<file path="src/sssp_macros.svh">
`ifndef SSSP_MACROS_SVH
`define SSSP_MACROS_SVH

// Memory words and addresses, all addresses count words
`define SSSP_ADDR_W 32
`define SSSP_DATA_W 32

// Vertex indexing and the local level store
`define SSSP_VIDX_W 8
`define SSSP_VERTEX_DEPTH 256
`define SSSP_LEVEL_W 16

// Descriptor length in words
`define SSSP_DESC_WORDS 8

// Level value of a vertex that no frontier has reached yet
`define SSSP_UNVISITED 16'hffff

`endif

</file>
<file path="src/wb_pkg.sv">
`include "sssp_macros.svh"

package wb_pkg;

    ////////////////////////////////////////////////////////////////////////////
    // Wishbone classic, master to slave and slave to master
    ////////////////////////////////////////////////////////////////////////////

    typedef struct packed {
        logic                    cyc;
        logic                    stb;
        logic                    we;
        logic [`SSSP_ADDR_W-1:0] adr;
        logic [`SSSP_DATA_W-1:0] dat;
    } wb_m2s_t;

    typedef struct packed {
        logic                    ack;
        logic [`SSSP_DATA_W-1:0] dat;
    } wb_s2m_t;

    ////////////////////////////////////////////////////////////////////////////
    // Single-word request between the sequencer and the master port
    ////////////////////////////////////////////////////////////////////////////

    typedef struct packed {
        logic                    valid;
        logic                    write;
        logic [`SSSP_ADDR_W-1:0] addr;
        logic [`SSSP_DATA_W-1:0] data;
    } mem_req_t;

    typedef struct packed {
        logic                    done;
        logic [`SSSP_DATA_W-1:0] data;
    } mem_rsp_t;

endpackage
</file>
<file path="src/wb_master_port.sv">
`timescale 1ns/1ns
`include "sssp_macros.svh"

module wb_master_port (
    input  logic             clk,
    input  logic             reset,
    input  wb_pkg::mem_req_t req,
    output wb_pkg::mem_rsp_t rsp,
    output wb_pkg::wb_m2s_t  bus_m2s,
    input  wb_pkg::wb_s2m_t  bus_s2m
);

    typedef enum logic {
        PORT_IDLE,
        PORT_CYCLE
    } port_state_t;

    port_state_t             state;
    logic                    done;
    logic                    launch;
    logic                    we;
    logic [`SSSP_ADDR_W-1:0] adr;
    logic [`SSSP_DATA_W-1:0] wdat;
    logic [`SSSP_DATA_W-1:0] rdat;

    // The requester still shows valid in the done cycle, so no launch then
    assign launch = (state == PORT_IDLE) && req.valid && !done;

    assign bus_m2s = '{
        cyc: (state == PORT_CYCLE),
        stb: (state == PORT_CYCLE),
        we:  we,
        adr: adr,
        dat: wdat
    };
    assign rsp = '{done: done, data: rdat};

    always_ff @(posedge clk) begin
        if (reset) begin
            state <= PORT_IDLE;
            done  <= 1'b0;
        end else begin
            done <= 1'b0;
            case (state)
                PORT_IDLE: begin
                    if (launch) begin
                        state <= PORT_CYCLE;
                    end
                end
                PORT_CYCLE: begin
                    if (bus_s2m.ack) begin
                        state <= PORT_IDLE;
                        done  <= 1'b1;
                    end
                end
            endcase
        end
    end

    // Address and data stay fixed for the whole bus cycle
    always_ff @(posedge clk) begin
        if (launch) begin
            we   <= req.write;
            adr  <= req.addr;
            wdat <= req.data;
        end
        if (state == PORT_CYCLE && bus_s2m.ack) begin
            rdat <= bus_s2m.dat;
        end
    end

endmodule

</file>
<file path="config.mk">
export PLATFORM = sky130hd
export DESIGN_NAME = wb_master_port
export DESIGN_NICKNAME = d
export VERILOG_FILES = /design/src/wb_pkg.sv /design/src/wb_master_port.sv
export VERILOG_INCLUDE_DIRS = /design/src
export SDC_FILE = /design/constraint.sdc
export NUM_CORES = 1
export LEC_CHECK = 0
export BUFFER_PORTS_ARGS = -buffer_cell sky130_fd_sc_hd__buf_2
export CORE_MARGIN = 2
export CORE_UTILIZATION = 41
export DETAILED_ROUTE_END_ITERATION = 12
export GPL_TIMING_DRIVEN = 1
export PLACE_DENSITY = 0.79
export SYNTH_ARGS = -nofsm -noshare
export SYNTH_HDL_FRONTEND = slang
export SYNTH_SLANG_ARGS = --single-unit
</file>
<file path="constraint.sdc">
create_clock -name clk -period 4.25 [get_ports clk]
set_input_delay 0 -clock clk [delete_from_list [all_inputs] [get_ports clk]]
set_output_delay 0 -clock clk [all_outputs]
set_load 0.05 [all_outputs]
</file>
==> key figures <==
Synth
  • Post-synth ARST share: 0
  • Synth top area share: 0.963
  • Number of distinct library cells after synthesis: 7
  • Top post-synthesis cells by area: edfxtp_1 (96%), dfxtp_1 (1.3%), buf_4 (0.99%), nor2b_1 (0.41%), nor3b_2 (0.41%)
  • Most common flop cell mapped by yosys: edfxtp_1
  • Largest area contributor in the netlist: edfxtp_1
  • Synthesized area per cell: 28.0 sq um
  • Post-Syn Area: 3030 sq um
  • Register bit total from synthesis: 99
  • Mapped Cells: between 100 and 150
  • Ys Warns: 0
  • Sequential area share after synthesis: 0.976
  • Top-count cell post-synth: edfxtp_1
  • EDFF count, synth: 97
  • Commonest cells in the netlist: edfxtp_1 (97), buf_4 (4), dfxtp_1 (2), nor2b_1 (2)
  • Post-synthesis net count: roughly 210

Setup path
  • Crit path max fanout: 66
  • R2R cell count: 2
  • CP required: 4.23 ns
  • Arr. time, crit path: 1.65 ns
  • Worst Setup Start Kind: register
  • Worst Setup SP: state
  • CP Capture Type: register
  • Reg-to-Reg Start: state
  • Critical path class: reg2reg

GRT
  • First-pass GRT wire length: 13.1 mm
  • Initial antenna violation count: 0
  • Grt ovf: 0
  • Largest net degree at the start of global routing: 67
  • Overall Global Routing Usage: 0.218
  • Vias in the first global route: 2524

Cells and area
  • Nets: about 520
  • Filler cells: 456
  • Layout cells sized above 1: 0.514
  • N_diodes: 0
  • Area added between synthesis and finish: 75.0%

Timing
  • Fmax: approximately 0.6 GHz
  • Max Slew Vio Count: 0
  • Final critical-path required period: 1.67 ns
  • Worst slew margin: 0.460
  • Worst hold slack: 0.356 ns
  • Number of setup violations in the final report: 0
  • Tcrit/Tclk final: 0.393
  • Setup repair after global routing missed its margin: false
  • Measured slew at the worst slew-check pin: a little over 0.8 ns
  • Final hold violations: 0
  • Final clock skew: 0.00909 ns
  • Setup total negative slack: 0 ns

Clock network
  • Clock Pin Slew Worst Setup and Hold Paths: 0.09 ns
  • Hold Buf Count CTS: 99
  • Clock tree root buffer cell: clkbuf_8
  • Clock sink count: 99
  • CTS resizes: 0
  • Worst skew pair latency: 0.35 ns
  • Setup bufs post-CTS: 0
  • TritonCTS clock tree: built
  • H-tree Lvls: 3
  • Cts bufs inserted: 9
  • Longest Clk Path Bufs: 2

Die
  • Die width: 89.9 microns
  • Die height: 89.9 microns
  • Initial Util: 0.419
  • Die ar.: a little over 8000 sq um
  • Row cnt: 31
  • I/O pins: 201
  • Core Box Area: between 7000 and 8000 sq um

Routing
  • DRC Markers: 0
  • Initial DRC count: 87
  • Via count: 2281
  • 1st-pass router iterations: 4
  • Wire per inst: 16.9 microns
  • Post-route ant nets: 0
  • WL final: about 8.8 mm
  • Via-to-Cell Ratio: approximately 4.4

Outcome
  • Status: complete, no violations

Power and ir drop
  • PwrDens: 388 nW/um^2
  • Peak VDD IR: 243 uV
  • Lkg Pwr: 0.00225 uW

Placement
  • PortBufs: 200
  • GP Congestion: about 0.73

Flow run
  • Max Cap Viol: 0

Min path
  • Class of the worst hold path: in2reg
  • Hold path start: req[51]
  • Hold path depth: 2
==> where the power goes <==
part	internal (uW)	switching, uW	total, uW
clock	210	310	520
sequential	1140	15.0	1150
combinational	128	254	382
total	1470	580	2050
==> flip-flops by register name, summed over array words and instances, names as in the netlist <==
register,count
adr,32
rdat,32
wdat,32
done,1
state,1
we,1
==> placed cells by master (no fill, tap or decap) <==
cell / instances
clkinv_1: 3
clkinvlp_4: 1
dfxtp_1: 2
clkbuf_8: 9
o21ba_1: 1
buf_2: 200
nor3b_4: 1
clkinv_4: 3
dlygate4sd3_1: 99
edfxtp_1: 97
buf_4: 1
nor2b_1: 2
and2_2: 1
==> cells by family (layout without fill, tap and decap cells) <==
group / Yosys count / count (layout) / share of synthesized area
buffers and inverters: 4 / 316 / 0.00993
and+or+nand+nor: 4 / 4 / 0.0108
AOI/OAI and AO/OA: 1 / 1 / 0.00331
DFF: 99 / 99 / 0.976
==> worst max-delay path, stage by stage, from the launching register on <==
cell     delay [ns]
dfxtp_1        0.38
nor3b_4        0.22
buf_4          0.66
==> cell type report <==
cell class / instances / area, sq um / area share
clock buffers: 9 / 124 / 0.0234
clock inverters: 7 / 45.0 / 0.00851
multi-input cells: 5 / 48.8 / 0.00922
flip-flops and latches: 99 / 2950 / 0.558
well taps: 99 / 124 / 0.0234
repair buffers: 300 / 2000 / 0.378
==> worst paths after layout <==
check                           endpoint  slack [ns]
worst max-delay path             adr[24]        2.58
worst min-delay path             adr[19]        0.36
worst max register to register   adr[24]        2.58
worst min register to register     state        0.75
==> layer usage <==
metal / track usage / part of all wire / vias up
met5: 0 / 0 / -
met4: 0.0923 / 0.025 / 0
met3: 0.0763 / 0.096 / 23
met2: 0.382 / 0.51 / 170
met1: 0.243 / 0.37 / 1049
li1: - / - / 1039
==> per-stage QoR <==
step	utilization	worst slack (ns)	instances	cell area, sq um	total power, uW
final	0.734	2.58	519	5290	2050
after global routing	0.734	2.50	519	5290	2120
after CTS	0.734	2.64	519	5290	2050
after detailed placement	0.573	2.66	404	4130	1470
after global placement	0.573	2.69	404	4130	1470
after floorplan	-	0.852	108	3030	1380
Note: power is estimated with default switching activity, not from simulation.
