File: src/sssp_macros.svh
`ifndef SSSP_MACROS_SVH
`define SSSP_MACROS_SVH

// Memory words and addresses, all addresses count words
`define SSSP_ADDR_W 32
`define SSSP_DATA_W 32

// Vertex indexing and the local level store
`define SSSP_VIDX_W 8
`define SSSP_VERTEX_DEPTH 256
`define SSSP_LEVEL_W 16

// Descriptor length in words
`define SSSP_DESC_WORDS 8

// Level value of a vertex that no frontier has reached yet
`define SSSP_UNVISITED 16'hffff

`endif

File: src/sssp_pkg.sv
`include "sssp_macros.svh"

package sssp_pkg;

    // Words arrive in this order, so the first word read lands in the top field
    typedef struct packed {
        logic [`SSSP_ADDR_W-1:0]                next_addr;
        logic [`SSSP_ADDR_W-1:0]                vertex_addr;
        logic [`SSSP_DATA_W-1:0]                vertex_count;
        logic [`SSSP_ADDR_W-1:0]                edge_addr;
        logic [`SSSP_DATA_W-1:0]                edge_count;
        logic [`SSSP_ADDR_W-1:0]                update_addr;
        logic [`SSSP_ADDR_W-1:0]                status_addr;
        logic [`SSSP_DATA_W-`SSSP_LEVEL_W-1:0] rsvd;
        logic [`SSSP_LEVEL_W-1:0]               level;
    } desc_t;

    typedef struct packed {
        logic [7:0]               rsvd_hi;
        logic [`SSSP_VIDX_W-1:0] src;
        logic [7:0]               rsvd_lo;
        logic [`SSSP_VIDX_W-1:0] dst;
    } edge_t;

    typedef struct packed {
        logic [`SSSP_LEVEL_W-1:0]                              level;
        logic [`SSSP_DATA_W-`SSSP_LEVEL_W-`SSSP_VIDX_W-1:0] rsvd;
        logic [`SSSP_VIDX_W-1:0]                              dst;
    } update_t;

    // Busy sits in bit 0 of register 0, done in bit 1
    typedef struct packed {
        logic done;
        logic busy;
    } csr_status_t;

    typedef enum logic [2:0] {
        ST_IDLE,
        ST_READ_DESC,
        ST_CONFIG,
        ST_READ_VERTEX,
        ST_PROCESS_EDGE,
        ST_WRITE_STATUS,
        ST_FINISH
    } seq_state_t;

endpackage

File: src/wb_pkg.sv
`include "sssp_macros.svh"

package wb_pkg;

    ////////////////////////////////////////////////////////////////////////////
    // Wishbone classic, master to slave and slave to master
    ////////////////////////////////////////////////////////////////////////////

    typedef struct packed {
        logic                    cyc;
        logic                    stb;
        logic                    we;
        logic [`SSSP_ADDR_W-1:0] adr;
        logic [`SSSP_DATA_W-1:0] dat;
    } wb_m2s_t;

    typedef struct packed {
        logic                    ack;
        logic [`SSSP_DATA_W-1:0] dat;
    } wb_s2m_t;

    ////////////////////////////////////////////////////////////////////////////
    // Single-word request between the sequencer and the master port
    ////////////////////////////////////////////////////////////////////////////

    typedef struct packed {
        logic                    valid;
        logic                    write;
        logic [`SSSP_ADDR_W-1:0] addr;
        logic [`SSSP_DATA_W-1:0] data;
    } mem_req_t;

    typedef struct packed {
        logic                    done;
        logic [`SSSP_DATA_W-1:0] data;
    } mem_rsp_t;

endpackage
File: src/csr_block.sv
`timescale 1ns/1ns
`include "sssp_macros.svh"

module csr_block (
    input  logic                    clk,
    input  logic                    reset,
    input  wb_pkg::wb_m2s_t         bus_m2s,
    output wb_pkg::wb_s2m_t         bus_s2m,
    output logic                    start,
    output logic [`SSSP_ADDR_W-1:0] start_addr,
    input  logic                    job_done,
    input  logic [`SSSP_DATA_W-1:0] update_total
);
    import sssp_pkg::*;

    localparam int REG_CTRL  = 0;
    localparam int REG_TOTAL = 1;

    csr_status_t             status;
    logic                    ack;
    logic [`SSSP_DATA_W-1:0] rdata;
    logic                    access;
    logic                    accept_start;

    // The ack blocks a second access, which gives the wait cycle between bus cycles
    assign access       = bus_m2s.cyc && bus_m2s.stb && !ack;
    assign accept_start = access && bus_m2s.we && (bus_m2s.adr == REG_CTRL) && !status.busy;

    assign bus_s2m = '{ack: ack, dat: rdata};

    always_ff @(posedge clk) begin
        if (reset) begin
            ack    <= 1'b0;
            start  <= 1'b0;
            status <= '0;
        end else begin
            ack   <= access;
            start <= accept_start;
            if (accept_start) begin
                status.busy <= 1'b1;
                status.done <= 1'b0;
            end else if (job_done) begin
                status.busy <= 1'b0;
                status.done <= 1'b1;
            end
        end
    end

    always_ff @(posedge clk) begin
        if (accept_start) begin
            start_addr <= bus_m2s.dat;
        end
        if (access) begin
            case (bus_m2s.adr)
                REG_CTRL:  rdata <= `SSSP_DATA_W'(status);
                REG_TOTAL: rdata <= update_total;
                default:   rdata <= '0;
            endcase
        end
    end

endmodule

File: config.mk
export PLATFORM = sky130hd
export DESIGN_NAME = csr_block
export DESIGN_NICKNAME = d
export VERILOG_FILES = /design/src/sssp_pkg.sv /design/src/wb_pkg.sv /design/src/csr_block.sv
export VERILOG_INCLUDE_DIRS = /design/src
export SDC_FILE = /design/constraint.sdc
export NUM_CORES = 1
export LEC_CHECK = 0
export ABC_AREA = 1
export ABC_CLOCK_PERIOD_IN_PS = 5900
export BUFFER_PORTS_ARGS = -buffer_cell sky130_fd_sc_hd__clkbuf_2
export CAP_MARGIN = 20
export CELL_PAD_IN_SITES_DETAIL_PLACEMENT = 0
export CELL_PAD_IN_SITES_GLOBAL_PLACEMENT = 1
export CORE_AREA = 2 2 105 81
export DETAILED_ROUTE_END_ITERATION = 8
export DIE_AREA = 0 0 107 83
export GPL_ROUTABILITY_DRIVEN = 0
export PLACE_DENSITY_LB_ADDON = 0.1
export REMOVE_ABC_BUFFERS = 1
export SLEW_MARGIN = 10
export SYNTH_ARGS = -nofsm -noshare
export SYNTH_HDL_FRONTEND = slang
export SYNTH_SLANG_ARGS = --single-unit
File: constraint.sdc
create_clock -name clk -period 5.9 [get_ports clk]
set_input_delay 1.18 -clock clk [delete_from_list [all_inputs] [get_ports clk]]
set_output_delay 1.18 -clock clk [all_outputs]
set_load 0.02 [all_outputs]
==> results.md <==
* Core Region at 7812 um2
* First-pass GRT wire length at 8.590 mm
* Top cell type by total area after synthesis: edfxtp_1
* Proportion of netlist area held by the largest area contributor at 76.00%
* Crit end category: flop
* Top_reg_cell synth: edfxtp_1
* Most frequent cell after synthesis: edfxtp_1
* Complex-gate fraction of the synthesized area at 0.3958%
* DR iter-0 viols at 56
* Synth Area in Simple Gates at 13.16%
* GRT Overall Usage at 12.73%
* NetSw at 191.0 uW
* CP Buf/Inv Count at 3
* Hold path depth at 2
* RSZ-0062 raised after global routing: no
* Initial Utilization at 32.37%
* Share of cells above drive strength 1 at 50.27%
* Detail Placement HPWL at 4.480 mm
* Routed vias at 1908
* H-tree depth at 3
* Setup Slack @ Placement at 2963 ps
* Critical path arrival at 2600 ps
* Area grow syn2layout at 43.79%
* Asr flop ratio synth at 0%
* Sequential fraction of the synthesis area at 79.17%
* Syn avg cell area at 13.24 um2
* Setup violators final at 0
* Setup WS post-layout at 3324 ps
* CP Launch Type: input pin
* DR top layer: met4
* Vias in the first global route at 1823
* Clk_skew at 3.046 ps
* RR Startpoint: ack
* CTS clock-pin slew for the worst setup and hold paths at 60 ps
* Worst-Skew Late Latency at 320 ps
* Routed wl met2 at 2.799 mm
* Post-synth EDFFs at 64
* Clk pwr share at 32.5%
* Initial antenna violation count at 0
* Synthesized flop and latch total at 68
* Cell internal pwr at 715.3 uW
* Post-synthesis mux area share at 0%
* DRC at 0
* Largest stage delay, worst path at 410 ps
* Rel. slew slack at 64.87%
* Die ar. at 8881 um2
* Crit share post-route at 43.65%
* Post-cts hold buffer count at 0
* Drt via density at 4.017
* Mapped Cells at 191
* TritonCTS clock tree: yes
* CTS resizes at 0
* CP required at 5930 ps
* Worst Hold Launch: status[0]
* Post-Syn Area at 2529 um2
* Sw frac at 21.07%
* CTS sink cnt at 68
* WP depth at 9
* GRT Residual Overflow at 0
* R2r worst-path depth at 6
* Peak supply drop at 0.07761 mV
* Die W at 107 um
* Setup Fix Bufs, Post-CTS at 0
* Top cells by instance count after synthesis: 64 x edfxtp_1, 51 x nor2_1, 38 x inv_1, 17 x nand2_1, 4 x dfxtp_1
* Routed met1 length at 2.178 mm
* Synth Area in XOR/XNOR at 0%
* Max Fclk at 0.3883 GHz
* Worst hold margin at 494.9 ps
* Worst r2r dst: start_addr[28]
* CP Class: input pin to flop
* Combinational power share at 7.9%
* Largest family of logic cells by synthesized area: simple AND/OR/NAND/NOR gates
* Reg2reg setup slack at 4030 ps
* Slowest stage cell, crit path: inv_1
* CP max FO at 21
* Synth warn at 0
* Final Max Tran Viols at 0
* Family with the most delay on the worst path: buffers and inverters
* Clock Tree Buf Depth at 2
* Met3 WL post-DR at 548 um
* Seq pwr share at 59.6%
* WL per Instance at 11.89 um
* Status: finished clean
* CTS buffer count at 9
* Final Hold Fails at 0
* Leak at 0.001766 uW
* Overall Power at 906.2 uW
* Row cnt at 28
* DRT antenna net count at 0
* Hold EP: status[0]
* Adder-cell share of the synthesized area at 0%
* Total routed wirelength at 5.649 mm
* Antenna Cells at 0
* PwrDens at 249.2 nW/um2
* Pre-antenna DRT Iters at 4
* Setup TNS at 0 ps
* Die outline height at 83 um
* Port Buffer Count at 167
* Nets at 469
* Crit path time final at 2576 ps
* Synth top area cells: edfxtp_1 76%, nor2_1 7.6%, inv_1 5.6%
* Worst Tran Pin Value at 526.4 ps
* Clock root buffer master: clkbuf_8
* Post-synth cell types at 16
* Worst-path cell chain: clkbuf_2 > nor2_1 > nand2_1 > nor2_1 > nand2_1 > nor2_1 > nand2_1 > inv_1 > buf_16
* Max_cap viols at 0
* Largest net degree at the start of global routing at 33
* Worst min path class: flop to flop
* Ports at 168
## layer usage
layer	global-route usage, %	vias up
met3	3.768	10
met1	14.47	832
li1	-	960
met2	21.48	106
met4	6.848	0
met5	0	-
## worst max-delay path by stage
| stage | startpoint | to | slack [ps] |
|---|---|---|---|
| floorplan | bus_m2s[39] | start_addr[0] | 3110 |
| global placement | bus_m2s[39] | start_addr[24] | 2690 |
| detailed placement | bus_m2s[39] | start_addr[5] | 2960 |
| CTS | bus_m2s[39] | start_addr[28] | 3310 |
| global route | bus_m2s[39] | start_addr[5] | 3160 |
| finish | bus_m2s[39] | start_addr[28] | 3320 |
## power groups by stage
stage / logic [uW] / clock network [uW] / registers [uW]
floorplan: 12.5 / 0 / 564
global placement: 72.2 / 0 / 550
detailed placement: 72.6 / 0 / 551
CTS: 72.9 / 309 / 540
global route: 79.6 / 330 / 541
finish: 71.8 / 294 / 540
## tightest hold or removal path: cells and delay by family (launching register included)
| family | cells | cell delay [ps] |
|---|---|---|
| DFF | 1 | 330 |
| and+or+nand+nor | 2 | 120 |
## state kept, by name (all words and copies together), names as in the netlist
register    count
ack             1
status          2
rdata          32
start_addr     32
start           1
## layout by cell type (no fill, tap or decap), types with 3 or more instances in the layout
cell,synthesis,final
nand3_1,3,3
edfxtp_1,64,64
nor2_1,51,51
nand2_1,17,17
clkbuf_8,0,9
clkinv_2,0,3
inv_1,38,38
dfxtp_1,4,4
clkbuf_2,0,167
nor2_2,3,3
## final cells by class
type / instances / area, um2
multi-input combinational: 81 / 342.8
tap: 105 / 131.4
fill: 795 / 4177
sequential: 68 / 2002
clock buffer: 10 / 127.6
inverter: 38 / 142.6
clock inverter: 4 / 18.77
timing repair buffer: 169 / 870.8
## cell families (layout without fill, tap and decap cells)
| family | count (synthesis) | after routing |
|---|---|---|
| AOI/OAI and AO/OA | 2 | 2 |
| buffers and inverters | 42 | 221 |
| DFF | 68 | 68 |
| and+or+nand+nor | 79 | 79 |
## metrics by stage
| step | cell area [um2] | std cells | util [%] |
|---|---|---|---|
| after floorplan | 2487 | 187 | - |
| after global placement | 3462 | 460 | 44.31 |
| after detailed placement | 3490 | 461 | 44.67 |
| after CTS | 3636 | 475 | 46.54 |
| after global routing | 3636 | 475 | 46.54 |
| final | 3636 | 475 | 46.54 |
Note: power is estimated with default switching activity, not from simulation.
