`src/sssp_macros.svh`:
```
`ifndef SSSP_MACROS_SVH
`define SSSP_MACROS_SVH

// Memory words and addresses, all addresses count words
`define SSSP_ADDR_W 32
`define SSSP_DATA_W 32

// Vertex indexing and the local level store
`define SSSP_VIDX_W 8
`define SSSP_VERTEX_DEPTH 256
`define SSSP_LEVEL_W 16

// Descriptor length in words
`define SSSP_DESC_WORDS 8

// Level value of a vertex that no frontier has reached yet
`define SSSP_UNVISITED 16'hffff

`endif

```
`src/sssp_pkg.sv`:
```
`include "sssp_macros.svh"

package sssp_pkg;

    // Words arrive in this order, so the first word read lands in the top field
    typedef struct packed {
        logic [`SSSP_ADDR_W-1:0]                next_addr;
        logic [`SSSP_ADDR_W-1:0]                vertex_addr;
        logic [`SSSP_DATA_W-1:0]                vertex_count;
        logic [`SSSP_ADDR_W-1:0]                edge_addr;
        logic [`SSSP_DATA_W-1:0]                edge_count;
        logic [`SSSP_ADDR_W-1:0]                update_addr;
        logic [`SSSP_ADDR_W-1:0]                status_addr;
        logic [`SSSP_DATA_W-`SSSP_LEVEL_W-1:0] rsvd;
        logic [`SSSP_LEVEL_W-1:0]               level;
    } desc_t;

    typedef struct packed {
        logic [7:0]               rsvd_hi;
        logic [`SSSP_VIDX_W-1:0] src;
        logic [7:0]               rsvd_lo;
        logic [`SSSP_VIDX_W-1:0] dst;
    } edge_t;

    typedef struct packed {
        logic [`SSSP_LEVEL_W-1:0]                              level;
        logic [`SSSP_DATA_W-`SSSP_LEVEL_W-`SSSP_VIDX_W-1:0] rsvd;
        logic [`SSSP_VIDX_W-1:0]                              dst;
    } update_t;

    // Busy sits in bit 0 of register 0, done in bit 1
    typedef struct packed {
        logic done;
        logic busy;
    } csr_status_t;

    typedef enum logic [2:0] {
        ST_IDLE,
        ST_READ_DESC,
        ST_CONFIG,
        ST_READ_VERTEX,
        ST_PROCESS_EDGE,
        ST_WRITE_STATUS,
        ST_FINISH
    } seq_state_t;

endpackage

```
`src/wb_pkg.sv`:
```
`include "sssp_macros.svh"

package wb_pkg;

    ////////////////////////////////////////////////////////////////////////////
    // Wishbone classic, master to slave and slave to master
    ////////////////////////////////////////////////////////////////////////////

    typedef struct packed {
        logic                    cyc;
        logic                    stb;
        logic                    we;
        logic [`SSSP_ADDR_W-1:0] adr;
        logic [`SSSP_DATA_W-1:0] dat;
    } wb_m2s_t;

    typedef struct packed {
        logic                    ack;
        logic [`SSSP_DATA_W-1:0] dat;
    } wb_s2m_t;

    ////////////////////////////////////////////////////////////////////////////
    // Single-word request between the sequencer and the master port
    ////////////////////////////////////////////////////////////////////////////

    typedef struct packed {
        logic                    valid;
        logic                    write;
        logic [`SSSP_ADDR_W-1:0] addr;
        logic [`SSSP_DATA_W-1:0] data;
    } mem_req_t;

    typedef struct packed {
        logic                    done;
        logic [`SSSP_DATA_W-1:0] data;
    } mem_rsp_t;

endpackage
```
`src/desc_sequencer.sv`:
```
`timescale 1ns/1ns
`include "sssp_macros.svh"

module desc_sequencer (
    input  logic                     clk,
    input  logic                     reset,
    input  logic                     start,
    input  logic [`SSSP_ADDR_W-1:0]  start_addr,
    output wb_pkg::mem_req_t         mem_req,
    input  wb_pkg::mem_rsp_t         mem_rsp,
    output logic                     vwr_valid,
    output logic [`SSSP_VIDX_W-1:0]  vwr_idx,
    output logic [`SSSP_LEVEL_W-1:0] vwr_level,
    output logic                     lookup_valid,
    output sssp_pkg::edge_t          lookup_edge,
    output logic [`SSSP_LEVEL_W-1:0] level,
    input  logic                     hit,
    input  sssp_pkg::update_t        update,
    output logic                     job_done,
    output logic [`SSSP_DATA_W-1:0]  update_total
);
    import sssp_pkg::*;

    localparam logic [1:0] EDGE_READ   = 2'd0;
    localparam logic [1:0] EDGE_LOOKUP = 2'd1;
    localparam logic [1:0] EDGE_RESULT = 2'd2;
    localparam logic [1:0] EDGE_WRITE  = 2'd3;

    seq_state_t              state;
    desc_t                   desc;
    logic [`SSSP_ADDR_W-1:0] desc_addr;
    logic [`SSSP_DATA_W-1:0] item_cnt;
    logic [`SSSP_DATA_W-1:0] upd_cnt;
    logic [1:0]              edge_phase;
    logic                    req_valid;
    logic                    req_write;
    logic [`SSSP_ADDR_W-1:0] req_addr;
    logic [`SSSP_DATA_W-1:0] req_data;

    assign mem_req = '{valid: req_valid, write: req_write, addr: req_addr, data: req_data};
    assign level   = desc.level;

    ////////////////////////////////////////////////////////////////////////////
    // Main FSM, one memory word in flight at a time
    ////////////////////////////////////////////////////////////////////////////

    always_ff @(posedge clk) begin
        if (reset) begin
            state        <= ST_IDLE;
            req_valid    <= 1'b0;
            vwr_valid    <= 1'b0;
            lookup_valid <= 1'b0;
            job_done     <= 1'b0;
            update_total <= '0;
            item_cnt     <= '0;
            upd_cnt      <= '0;
            edge_phase   <= EDGE_READ;
        end else begin
            vwr_valid    <= 1'b0;
            lookup_valid <= 1'b0;
            job_done     <= 1'b0;
            if (mem_rsp.done) begin
                req_valid <= 1'b0;
            end
            case (state)
                ST_IDLE: begin
                    if (start) begin
                        desc_addr    <= start_addr;
                        item_cnt     <= '0;
                        update_total <= '0;
                        state        <= ST_READ_DESC;
                    end
                end
                ST_READ_DESC: begin
                    if (mem_rsp.done) begin
                        desc <= desc_t'({desc[$bits(desc_t)-`SSSP_DATA_W-1:0], mem_rsp.data});
                        if (item_cnt == `SSSP_DESC_WORDS - 1) begin
                            state <= ST_CONFIG;
                        end else begin
                            item_cnt <= item_cnt + 1'b1;
                        end
                    end else if (!req_valid) begin
                        req_valid <= 1'b1;
                        req_write <= 1'b0;
                        req_addr  <= desc_addr + item_cnt;
                    end
                end
                ST_CONFIG: begin
                    item_cnt <= '0;
                    upd_cnt  <= '0;
                    state    <= ST_READ_VERTEX;
                end
                ST_READ_VERTEX: begin
                    if (mem_rsp.done) begin
                        vwr_valid <= 1'b1;
                        vwr_idx   <= item_cnt[`SSSP_VIDX_W-1:0];
                        vwr_level <= mem_rsp.data[`SSSP_LEVEL_W-1:0];
                        item_cnt  <= item_cnt + 1'b1;
                    end else if (!req_valid) begin
                        if (item_cnt == desc.vertex_count) begin
                            item_cnt   <= '0;
                            edge_phase <= EDGE_READ;
                            state      <= ST_PROCESS_EDGE;
                        end else begin
                            req_valid <= 1'b1;
                            req_write <= 1'b0;
                            req_addr  <= desc.vertex_addr + item_cnt;
                        end
                    end
                end
                ST_PROCESS_EDGE: begin
                    case (edge_phase)
                        EDGE_READ: begin
                            if (mem_rsp.done) begin
                                lookup_valid <= 1'b1;
                                lookup_edge  <= edge_t'(mem_rsp.data);
                                edge_phase   <= EDGE_LOOKUP;
                            end else if (!req_valid) begin
                                if (item_cnt == desc.edge_count) begin
                                    state <= ST_WRITE_STATUS;
                                end else begin
                                    req_valid <= 1'b1;
                                    req_write <= 1'b0;
                                    req_addr  <= desc.edge_addr + item_cnt;
                                end
                            end
                        end
                        // Filter result shows up one cycle after the lookup
                        EDGE_LOOKUP: begin
                            edge_phase <= EDGE_RESULT;
                        end
                        EDGE_RESULT: begin
                            item_cnt <= item_cnt + 1'b1;
                            if (hit) begin
                                req_valid  <= 1'b1;
                                req_write  <= 1'b1;
                                req_addr   <= desc.update_addr + upd_cnt;
                                req_data   <= update;
                                edge_phase <= EDGE_WRITE;
                            end else begin
                                edge_phase <= EDGE_READ;
                            end
                        end
                        EDGE_WRITE: begin
                            if (mem_rsp.done) begin
                                upd_cnt      <= upd_cnt + 1'b1;
                                update_total <= update_total + 1'b1;
                                edge_phase   <= EDGE_READ;
                            end
                        end
                    endcase
                end
                ST_WRITE_STATUS: begin
                    if (mem_rsp.done) begin
                        if (desc.next_addr != '0) begin
                            desc_addr <= desc.next_addr;
                            item_cnt  <= '0;
                            state     <= ST_READ_DESC;
                        end else begin
                            state <= ST_FINISH;
                        end
                    end else if (!req_valid) begin
                        req_valid <= 1'b1;
                        req_write <= 1'b1;
                        req_addr  <= desc.status_addr;
                        req_data  <= upd_cnt;
                    end
                end
                ST_FINISH: begin
                    job_done <= 1'b1;
                    state    <= ST_IDLE;
                end
                default: begin
                    state <= ST_IDLE;
                end
            endcase
        end
    end

endmodule

```
`config.mk`:
```
export PLATFORM = sky130hd
export DESIGN_NAME = desc_sequencer
export DESIGN_NICKNAME = d
export VERILOG_FILES = /design/src/sssp_pkg.sv /design/src/wb_pkg.sv /design/src/desc_sequencer.sv
export VERILOG_INCLUDE_DIRS = /design/src
export SDC_FILE = /design/constraint.sdc
export NUM_CORES = 1
export LEC_CHECK = 0
export BUFFER_PORTS_ARGS = -buffer_cell sky130_fd_sc_hd__buf_2
export CAP_MARGIN = 10
export CELL_PAD_IN_SITES_DETAIL_PLACEMENT = 0
export CELL_PAD_IN_SITES_GLOBAL_PLACEMENT = 1
export CORE_MARGIN = 2
export CORE_UTILIZATION = 35
export CTS_CLUSTER_DIAMETER = 100
export DETAILED_ROUTE_END_ITERATION = 7
export PLACE_DENSITY_LB_ADDON = 0.3
export SYNTH_ARGS = -nofsm -noshare
export SYNTH_HDL_FRONTEND = slang
export SYNTH_SLANG_ARGS = --single-unit
```
`constraint.sdc`:
```
create_clock -name clk -period 40.7 [get_ports clk]
set_input_delay 4.07 -clock clk [delete_from_list [all_inputs] [get_ports clk]]
set_output_delay 4.07 -clock clk [all_outputs]
set_load 0.02 [all_outputs]
```
==> results.md, run 1 <==
- STA classifies the critical path startpoint as an input pin.
- The I/O pin count is 274.
- The static leakage is 11.4 nW.
- For this run, the leading register cell type out of synthesis is edfxtp_1.
- In this run the tool buffered the top-level ports with 273 buffer cells.
- The number of gates resized after CTS was 0.
- During synthesis, Yosys emitted a total of 0 warnings.
- After detailed routing, the number of remaining DRC violations is 0.
- The post-CTS repair timing setup buffer count is 0.
- The utilization of the core after routing is 41.0%.
- The hold-fix buffer count after cts is 0.
- The power density normalized to cell area is 42.3 mW/mm2.
- The global-route total usage across every layer is 21.7%.
- The top cell types in the final layout, fill and taps aside, are nand2_1 (413), edfxtp_1 (409), buf_2 (273), nor2_1 (168), xor2_1 (119).
- In the final layout, the multi-input gates occupy 0.0106 mm2.
- Counting every instance in the synthesized netlist gives 2383.
- The floorplan step set the die width to 275 um.
- The number of antenna violations at the first check in global routing came to 6.
- The total overflow reported by the global router is 0.
- Entering global routing, the biggest net connects 87 pins.
- The final-stage net count is 2816.
- The tightest slew margin relative to the limit is 24.3%.
- The total via count after detailed routing is 19300.
- The first-pass iteration count of the detailed router is 8.
- The worst path uses 15.9% of the clock period.
- The region available for standard cell placement spans 0.0728 mm2.
- Clock latency on the worst-skew pair, taken at its later pin, is 620 ps.
- The flow ran to the end, and the final reports show no timing, DRC or antenna violations.
- The library cell with the largest summed area after synthesis is edfxtp_1.
- Counting every sink on the clock net gives 514.
- The count of final hold-check violations was 0.
- Across the routed clock network, the largest skew measured is 28.6 ps.
- The via count of the first global-routing pass is 18700.
- The die covers 0.0756 mm2.
- The area of the mapped netlist is 0.0257 mm2.
- Summing the sequential cell areas from Yosys gives 55.9% of the chip area.
- Detailed placement ended at an HPWL of 62100 um.
- Once detail routing completed, the nets flagged for antenna violations numbered 0.
- The max-slew violation count was 0.
- At the pin with the least slew margin, the transition time is 1140 ps.
- After synthesis, the share of flip-flops with an asynchronous set or reset is 0%.
- TritonCTS built the clock tree.
- Of all nets on the critical path, the largest fanout is 28.
- The effective utilization at floorplan is 35.3%.
- The type of destination of the critical path is a flip-flop.
- Dividing the synthesized area by the synthesized cell count gives 10.8 um2.
- Dividing the detail-routed wire length by the instance count gives 23.0 um.
- Setup repair after global routing left no endpoint under its margin.
- The longest clock path from root to sink contains 3 buffers.
- The die height is 275 um.
- The start-to-end type of the worst setup path is in2reg.
- The count of flip-flops with a built-in enable after synthesis is 409.
- Summing the areas of all compound-gate instances in the mapped netlist gives 10.9% of the synthesized area.
- The filler cell count is 7114.
- The clock transition at the register clock pins on the worst setup and hold paths after CTS is 60 ps.
- The timing-limited maximum frequency is 0.154 GHz.
- The library cell used most frequently in the layout, excluding fill and tap cells, is nand2_1.
- The global-route wire length before repair is 122000 um.
- The synthesized design devotes to its leading area cell type 47.8% of total area.
- The violation count after the first detailed-route iteration is 1637.
- STA puts the critical path data arrival time at 6950 ps.
- Dividing the detail-routed via count by the number of cells gives 5.33.
- Across the whole layout, storage elements account for 0.0144 mm2.
- The clock tree synthesis step divided the H-tree into 2 levels.
- The portion of synthesized area spent on multiplexers is 0.895%.
- The minimum clock period after layout is 6490 ps.
- The adder-cell area share of the yosys netlist is 5.05%.
- At the end of routability-driven placement, the weighted congestion stood at 0.934.
- The number of violations of the max-capacitance limit is 0.
- Clock tree synthesis inserted a total of 58 buffers.
- When the netlist entered floorplanning its net count stood at 2586.
- Wires add up to 83400 um.
- The flip-flop and latch count after synthesis is 514.
- In the post-synthesis netlist, the biggest area contributors are edfxtp_1 (48%), dfxtp_1 (8.2%), nand2_1 (6.0%).
- Compared with the post-synthesis result, the final layout area differs by 16.0%.
- The final setup TNS is 0 ps.
- By area, the combinational part of the netlist is dominated by simple AND/OR/NAND/NOR gates.
- The peak ir drop on the vdd network is 0.0000302 V.
- Cells with a size suffix above 1 make up 15.9% of the layout.
- Data on the critical path is required at its endpoint by 41160 ps.
- Setup violations remaining at the end of the flow were counted as 0.
- The area share of and/or/nand/nor cells after synthesis is 17.4%.
- The parity-gate share of the synthesized area counting xor and xnor cells is 6.78%.
- The number of placement rows is 99.
- The root buffer cell chosen for the clock tree is clkbuf_16.
- The worst hold path belongs to the class reg2reg.
- Counting distinct cell types in the post-synthesis netlist gives 83.
[worst paths after layout]
path                         start                  endpoint  slack (ps)  cells past startpoint
max                    mem_rsp[32]  item_cnt[1]$_SDFFE_PP0P_       34210                      7
min             desc[18]$_DFFE_PP_        desc[50]$_DFFE_PP_         410                      0
max reg2reg  state[2]$_SDFFE_PP0P_    req_addr[18]$_DFFE_PP_       35270                     17
min reg2reg     desc[18]$_DFFE_PP_        desc[50]$_DFFE_PP_         410                      0
[power by group]
part           leakage (nW)  switching (mW)  internal, mW
combinational          5.90          0.0851        0.0348
clock                 0.939           0.216         0.319
sequential             4.55          0.0146         0.592
total                  11.4           0.316         0.946
[layout make-up]
type	instances	share of cell area, %
flip-flops and latches	514	48.2
multi-input cells	1696	35.5
clock buffers	74	5.21
repair buffers	297	5.17
well taps	959	4.02
clock inverters	34	1.25
inverters	46	0.579
diodes	1	0.00839
[through the flow]
stage | setup WS [ps] | power [mW] | std cells | hold slack, ps | cell area, um2
finish | 34210 | 1.26 | 3621 | 414 | 29800
global route | 33990 | 1.30 | 3620 | 421 | 29800
CTS | 34230 | 1.27 | 3620 | 417 | 29800
detailed placement | 33600 | 0.737 | 3512 | 405 | 27900
global placement | 33650 | 0.736 | 3511 | 404 | 27900
floorplan | 10720 | 0.701 | 2383 | 400 | 25700
[cells in the mapped netlist (7+ instances only)]
master	n
nor3b_1	9
buf_2	11
a31oi_1	12
and3_1	24
xor2_1	119
dfxtp_1	105
nand3_1	73
buf_4	22
a221oi_1	9
nor4_2	10
nor4_1	45
nand2b_1	18
nor2_1	172
o21bai_1	16
o31ai_1	14
o21a_1	14
o211ai_1	20
edfxtp_1	409
a21o_1	39
xnor2_1	80
clkbuf_1	84
nor3_1	54
a211oi_1	19
inv_1	45
and4_1	13
nand4_1	33
mux2i_1	17
nand2_1	414
a2111oi_0	7
ha_1	99
and2_1	19
nor2b_1	15
o21ai_0	92
or3_1	30
a21oi_1	109
[critical path: stages]
cell      delay [ps]
buf_2            180
nor2_1            90
a21oi_1          300
o221ai_4         450
a311oi_2         810
or2_1            890
nor2_1           120
[kinds of logic after synthesis]
family,Yosys count
adders and majority gates,102
buffers and inverters,173
and+or+nand+nor,951
muxes,22
AOI/OAI and AO/OA,422
DFF,514
xor gates and xnor gates,199
[state kept, by name, indices dropped and copies added, names as in the netlist, 3 cells and up]
| name | count |
|---|---|
| vwr_level | 16 |
| desc_addr | 32 |
| vwr_idx | 8 |
| req_addr | 32 |
| item_cnt | 32 |
| req_data | 32 |
| desc | 240 |
| upd_cnt | 32 |
| state | 3 |
| update_total | 32 |
| level | 16 |
| lookup_edge | 32 |
[layer usage]
metal / track usage, % / up-vias / share of wire, %
met5: 0 / - / 0.037
met4: 5.73 / 4 / 2.7
met3: 3.40 / 112 / 5.9
met2: 34.0 / 584 / 45
met1: 31.1 / 9441 / 46
li1: - / 9160 / -
Power figures use the tool's default switching activity.
==> run 2, diff against run 1 <==
==> constraint.sdc (replaced) <==
create_clock -name clk -period 6 [get_ports clk]
set_input_delay 0.6 -clock clk [delete_from_list [all_inputs] [get_ports clk]]
set_output_delay 0.6 -clock clk [all_outputs]
set_load 0.02 [all_outputs]
==> run 2 against run 1 <==
Against the previous run:
- clock power rose to 7.4 times the previous value
- critical path type is now reg2reg
- flip-flop and latch count unchanged
- power rose to 7.1 times the previous value
- final cell count is 0.22% higher
- first-iteration DRC count rose by 5.6%
- routed wire length up 1.1%
- combinational power increased to 6.8 times the previous value
- critical endpoint is now req_addr[16]$_DFFE_PP_
==> results.md, run 2 (same netlist as run 1, synthesis figures left out) <==
- The flow ran to the end, and the final reports show no timing, DRC or antenna violations.
- In the layout the commonest cells are nand2_1 (413), edfxtp_1 (409), buf_2 (273), nor2_1 (168), xor2_1 (119).
- The peak ir drop on the vdd network is 0.000218 V (+620%).
- The largest driver fanout on the critical path came to 16 (-43%).
- The most common cell after layout, fill and taps aside is nand2_1.
- The final number of setup-violating endpoints is 0 (unchanged).
- The I/O pin count is 274 (unchanged).
- The met3 track utilization from global routing is 3.87% (+0.46 points).
- The flip-flop count of the largest register, all copies and words added is 240 (unchanged).
- The sum of net half-perimeters after detailed placement is 63300 um (+1.9%).
- The total power is 8.91 mW (+610%).
- The average routed wire per standard cell was 23.2 um (+0.88%).
- The clock buffer count from CTS came to 59 (+1.7%).
- The total overflow reported by the global router is 0 (unchanged).
- The filler cell count was 7020 (-1.3%).
- The element type at the critical path start is a flip-flop.
- The static leakage was 11.5 nW (+0.99%).
- The slew at the pin with the worst max-slew slack came to 1220 ps (+79.9 ps).
- The final antenna-violating net count was 0 (unchanged).
- The total via count after detailed routing is 19400 (+0.70%).
- The number of violations of the max-capacitance limit is 0 (unchanged).
- The combined buffer and inverter count along the critical path is 2 (+1).
- The final routed wirelength across all metal layers is 84300 um (+1.1%).
- The effective utilization at floorplan is 35.3% (unchanged).
- The power density normalized to cell area came to 296 mW/mm2 (+600%).
- The hold-fix buffer count after cts is 0 (unchanged).
- Among all stages on the critical path, the largest delay is contributed by o41ai_1.
- The fraction of layout cells with a size suffix above 1 was 16.3% (+0.45 points).
- The clock skew is 41.5 ps (+12.9 ps).
- Traced cell by cell, the critical path runs through nand3b_1 -> clkinv_1 -> buf_4 -> nand2_1 -> nand2_1 -> ha_1 -> a21oi_1 -> nand2_1 -> o21a_1 -> o31a_1 -> o41ai_1 -> xnor2_1 -> a222oi_1 -> o21ai_0.
- The global routing usage on met1 is 31.5% (+0.38 points).
- The global-route total usage across every layer came to 22.0% (+0.39 points).
- The number of buffers added on ports is 273 (unchanged).
- Among the stages of the critical path, the cell type that occurs most often is nand2_1.
- The global-route wire length before repair was 124000 um (+1.8%).
- The count of final hold-check violations is 0 (unchanged).
- Relative to the synthesized area, the layout overhead comes to 17.1%.
- The count of H-tree levels built during CTS is 2 (unchanged).
- The number of non-filler instances in the completed layout came to 3629 (+0.22%).
- For this run, the top clock speed supported by timing is 0.205 GHz.
- The critical path data arrival time was 5250 ps (-1700 ps).
- The DRC violation count after routing was 0 (unchanged).
- The violation count after the first detailed-route iteration is 1728 (+5.6%).
- The via density per instance is 5.36 (+0.48%).
- The clock transition at the register clock pins on the worst setup and hold paths after CTS came to 60 ps (about the same).
- The number of sinks driven by the clock tree came to 514 (unchanged).
- The clock tree buffer depth is 3 (unchanged).
- The number of placement rows is 99 (unchanged).
- The placeable core region is 0.0728 mm2 (unchanged).
- The post-cts gate resize count is 0 (unchanged).
- The die height was 275 um (unchanged).
- The worst stage delay on the critical path was 780 ps (-110 ps).
- The share of the clock period used by the worst path after layout is 81.5%.
- The layer flagged by global routing as most heavily used is met2.
- The number of antenna violations at the first check in global routing came to 3 (-3).
- The required time at the worst-slack endpoint is 6360 ps (-34800 ps).
- The width of the die is 275 um (unchanged).
- The global-route track usage on met2 came to 34.5% (+0.53 points).
- CTS placed an instance of clkbuf_16 at the clock tree root.
- The latest clock arrival within the worst-skew pair is 660 ps (+40 ps).
- TritonCTS built the clock tree.
- The class of the most critical hold timing path is in2reg.
- The first-pass iteration count of the detailed router is 5 (-3).
- The largest net degree at the start of global routing is 188 (+120%).
- The start-to-end type of the worst setup path is reg2reg.
- The tightest slew margin relative to the limit is 19.0% (-5.3 points).
- Setup repair after global routing left no endpoint under its margin.
- The type of destination of the critical path is a flip-flop.
- The minimum clock period after layout is 4890 ps.
- The post-CTS repair timing setup buffer count is 0 (unchanged).
- The top register by number of flip-flops is desc.
- The routability congestion estimate from global placement is 0.927 (-0.79%).
- The via count of the first global-routing pass is 19000 (+1.8%).
- The final-stage net count is 2821 (+0.18%).
- The total die area was 0.0756 mm2 (unchanged).
- The max-slew violation count is 0 (unchanged).
- The family of cells with the greatest summed delay on the critical path is compound AO/OA/AOI/OAI gates.
- The cell count after placement was 3516 (+0.11%).
-- run 2: cell count changes in the layout (fill, tap and decap cells not counted), sizes merged --
cell,change
clkinv,-7
clkbuf,+4
buf,+4
diode,+1
clkinvlp,+2
bufinv,+4
-- run 2: where the power goes --
group / total [mW] / switching [mW] / internal, mW / leakage (nW)
clock network: 3.97 / 1.54 / 2.42 / 1.03
logic: 0.818 / 0.569 / 0.248 / 5.93
registers: 4.13 / 0.108 / 4.02 / 4.55
total: 8.91 / 2.22 / 6.69 / 11.5
-- run 2: final timing paths --
check	endpoint	cells past startpoint	start	slack, ps
max	req_addr[16]$_DFFE_PP_	14	state[2]$_SDFFE_PP0P_	1110
min reg2reg	desc[62]$_DFFE_PP_	0	desc[30]$_DFFE_PP_	420
min	lookup_edge[17]$_DFFE_PP_	1	mem_rsp[17]	130
max reg2reg	req_addr[16]$_DFFE_PP_	14	state[2]$_SDFFE_PP0P_	1110
-- run 2: final cells by class --
class	instances	area, um2	area share (%)
Antenna cell	2	5.00	0.0166
Sequential cell	514	14400	47.8
Clock buffer	78	1630	5.41
Multi-Input combinational cell	1696	10600	35.3
Timing Repair Buffer	301	1590	5.27
Tap cell	959	1200	3.99
Clock inverter	33	510	1.70
Inverter	46	173	0.574
-- run 2: layer usage --
| layer | vias up | wire length, um | part of all wire [%] |
|---|---|---|---|
| met4 | 0 | 2190 | 2.6 |
| met1 | 9448 | 38100 | 45 |
| li1 | 9147 | - | - |
| met3 | 115 | 6050 | 7.2 |
| met2 | 726 | 37900 | 45 |
| met5 | - | 0 | 0 |
-- run 2: worst reg2reg max path, cell delays in order, from the launching register on --
cell and delay (ps):
dfxtp_1 680, nand3b_1 210, clkinv_1 470, buf_4 380, nand2_1 70, nand2_1 50, ha_1 340, a21oi_1 260
nand2_1 90, o21a_1 210, o31a_1 300, o41ai_1 780, xnor2_1 290, a222oi_1 340, o21ai_0 130
-- run 2: per-stage QoR --
stage                     util, %  TNS (ps)  area, um2  hold WS, ps  setup slack [ps]
after floorplan                 -   -909650      25800          400             -3550
after global placement       38.4         0      28000          405              1430
after detailed placement     38.4         0      28000          405              1220
after CTS                    41.3         0      30100          111              1230
after global routing         41.3         0      30100          125               854
final                        41.3         0      30100          133              1110
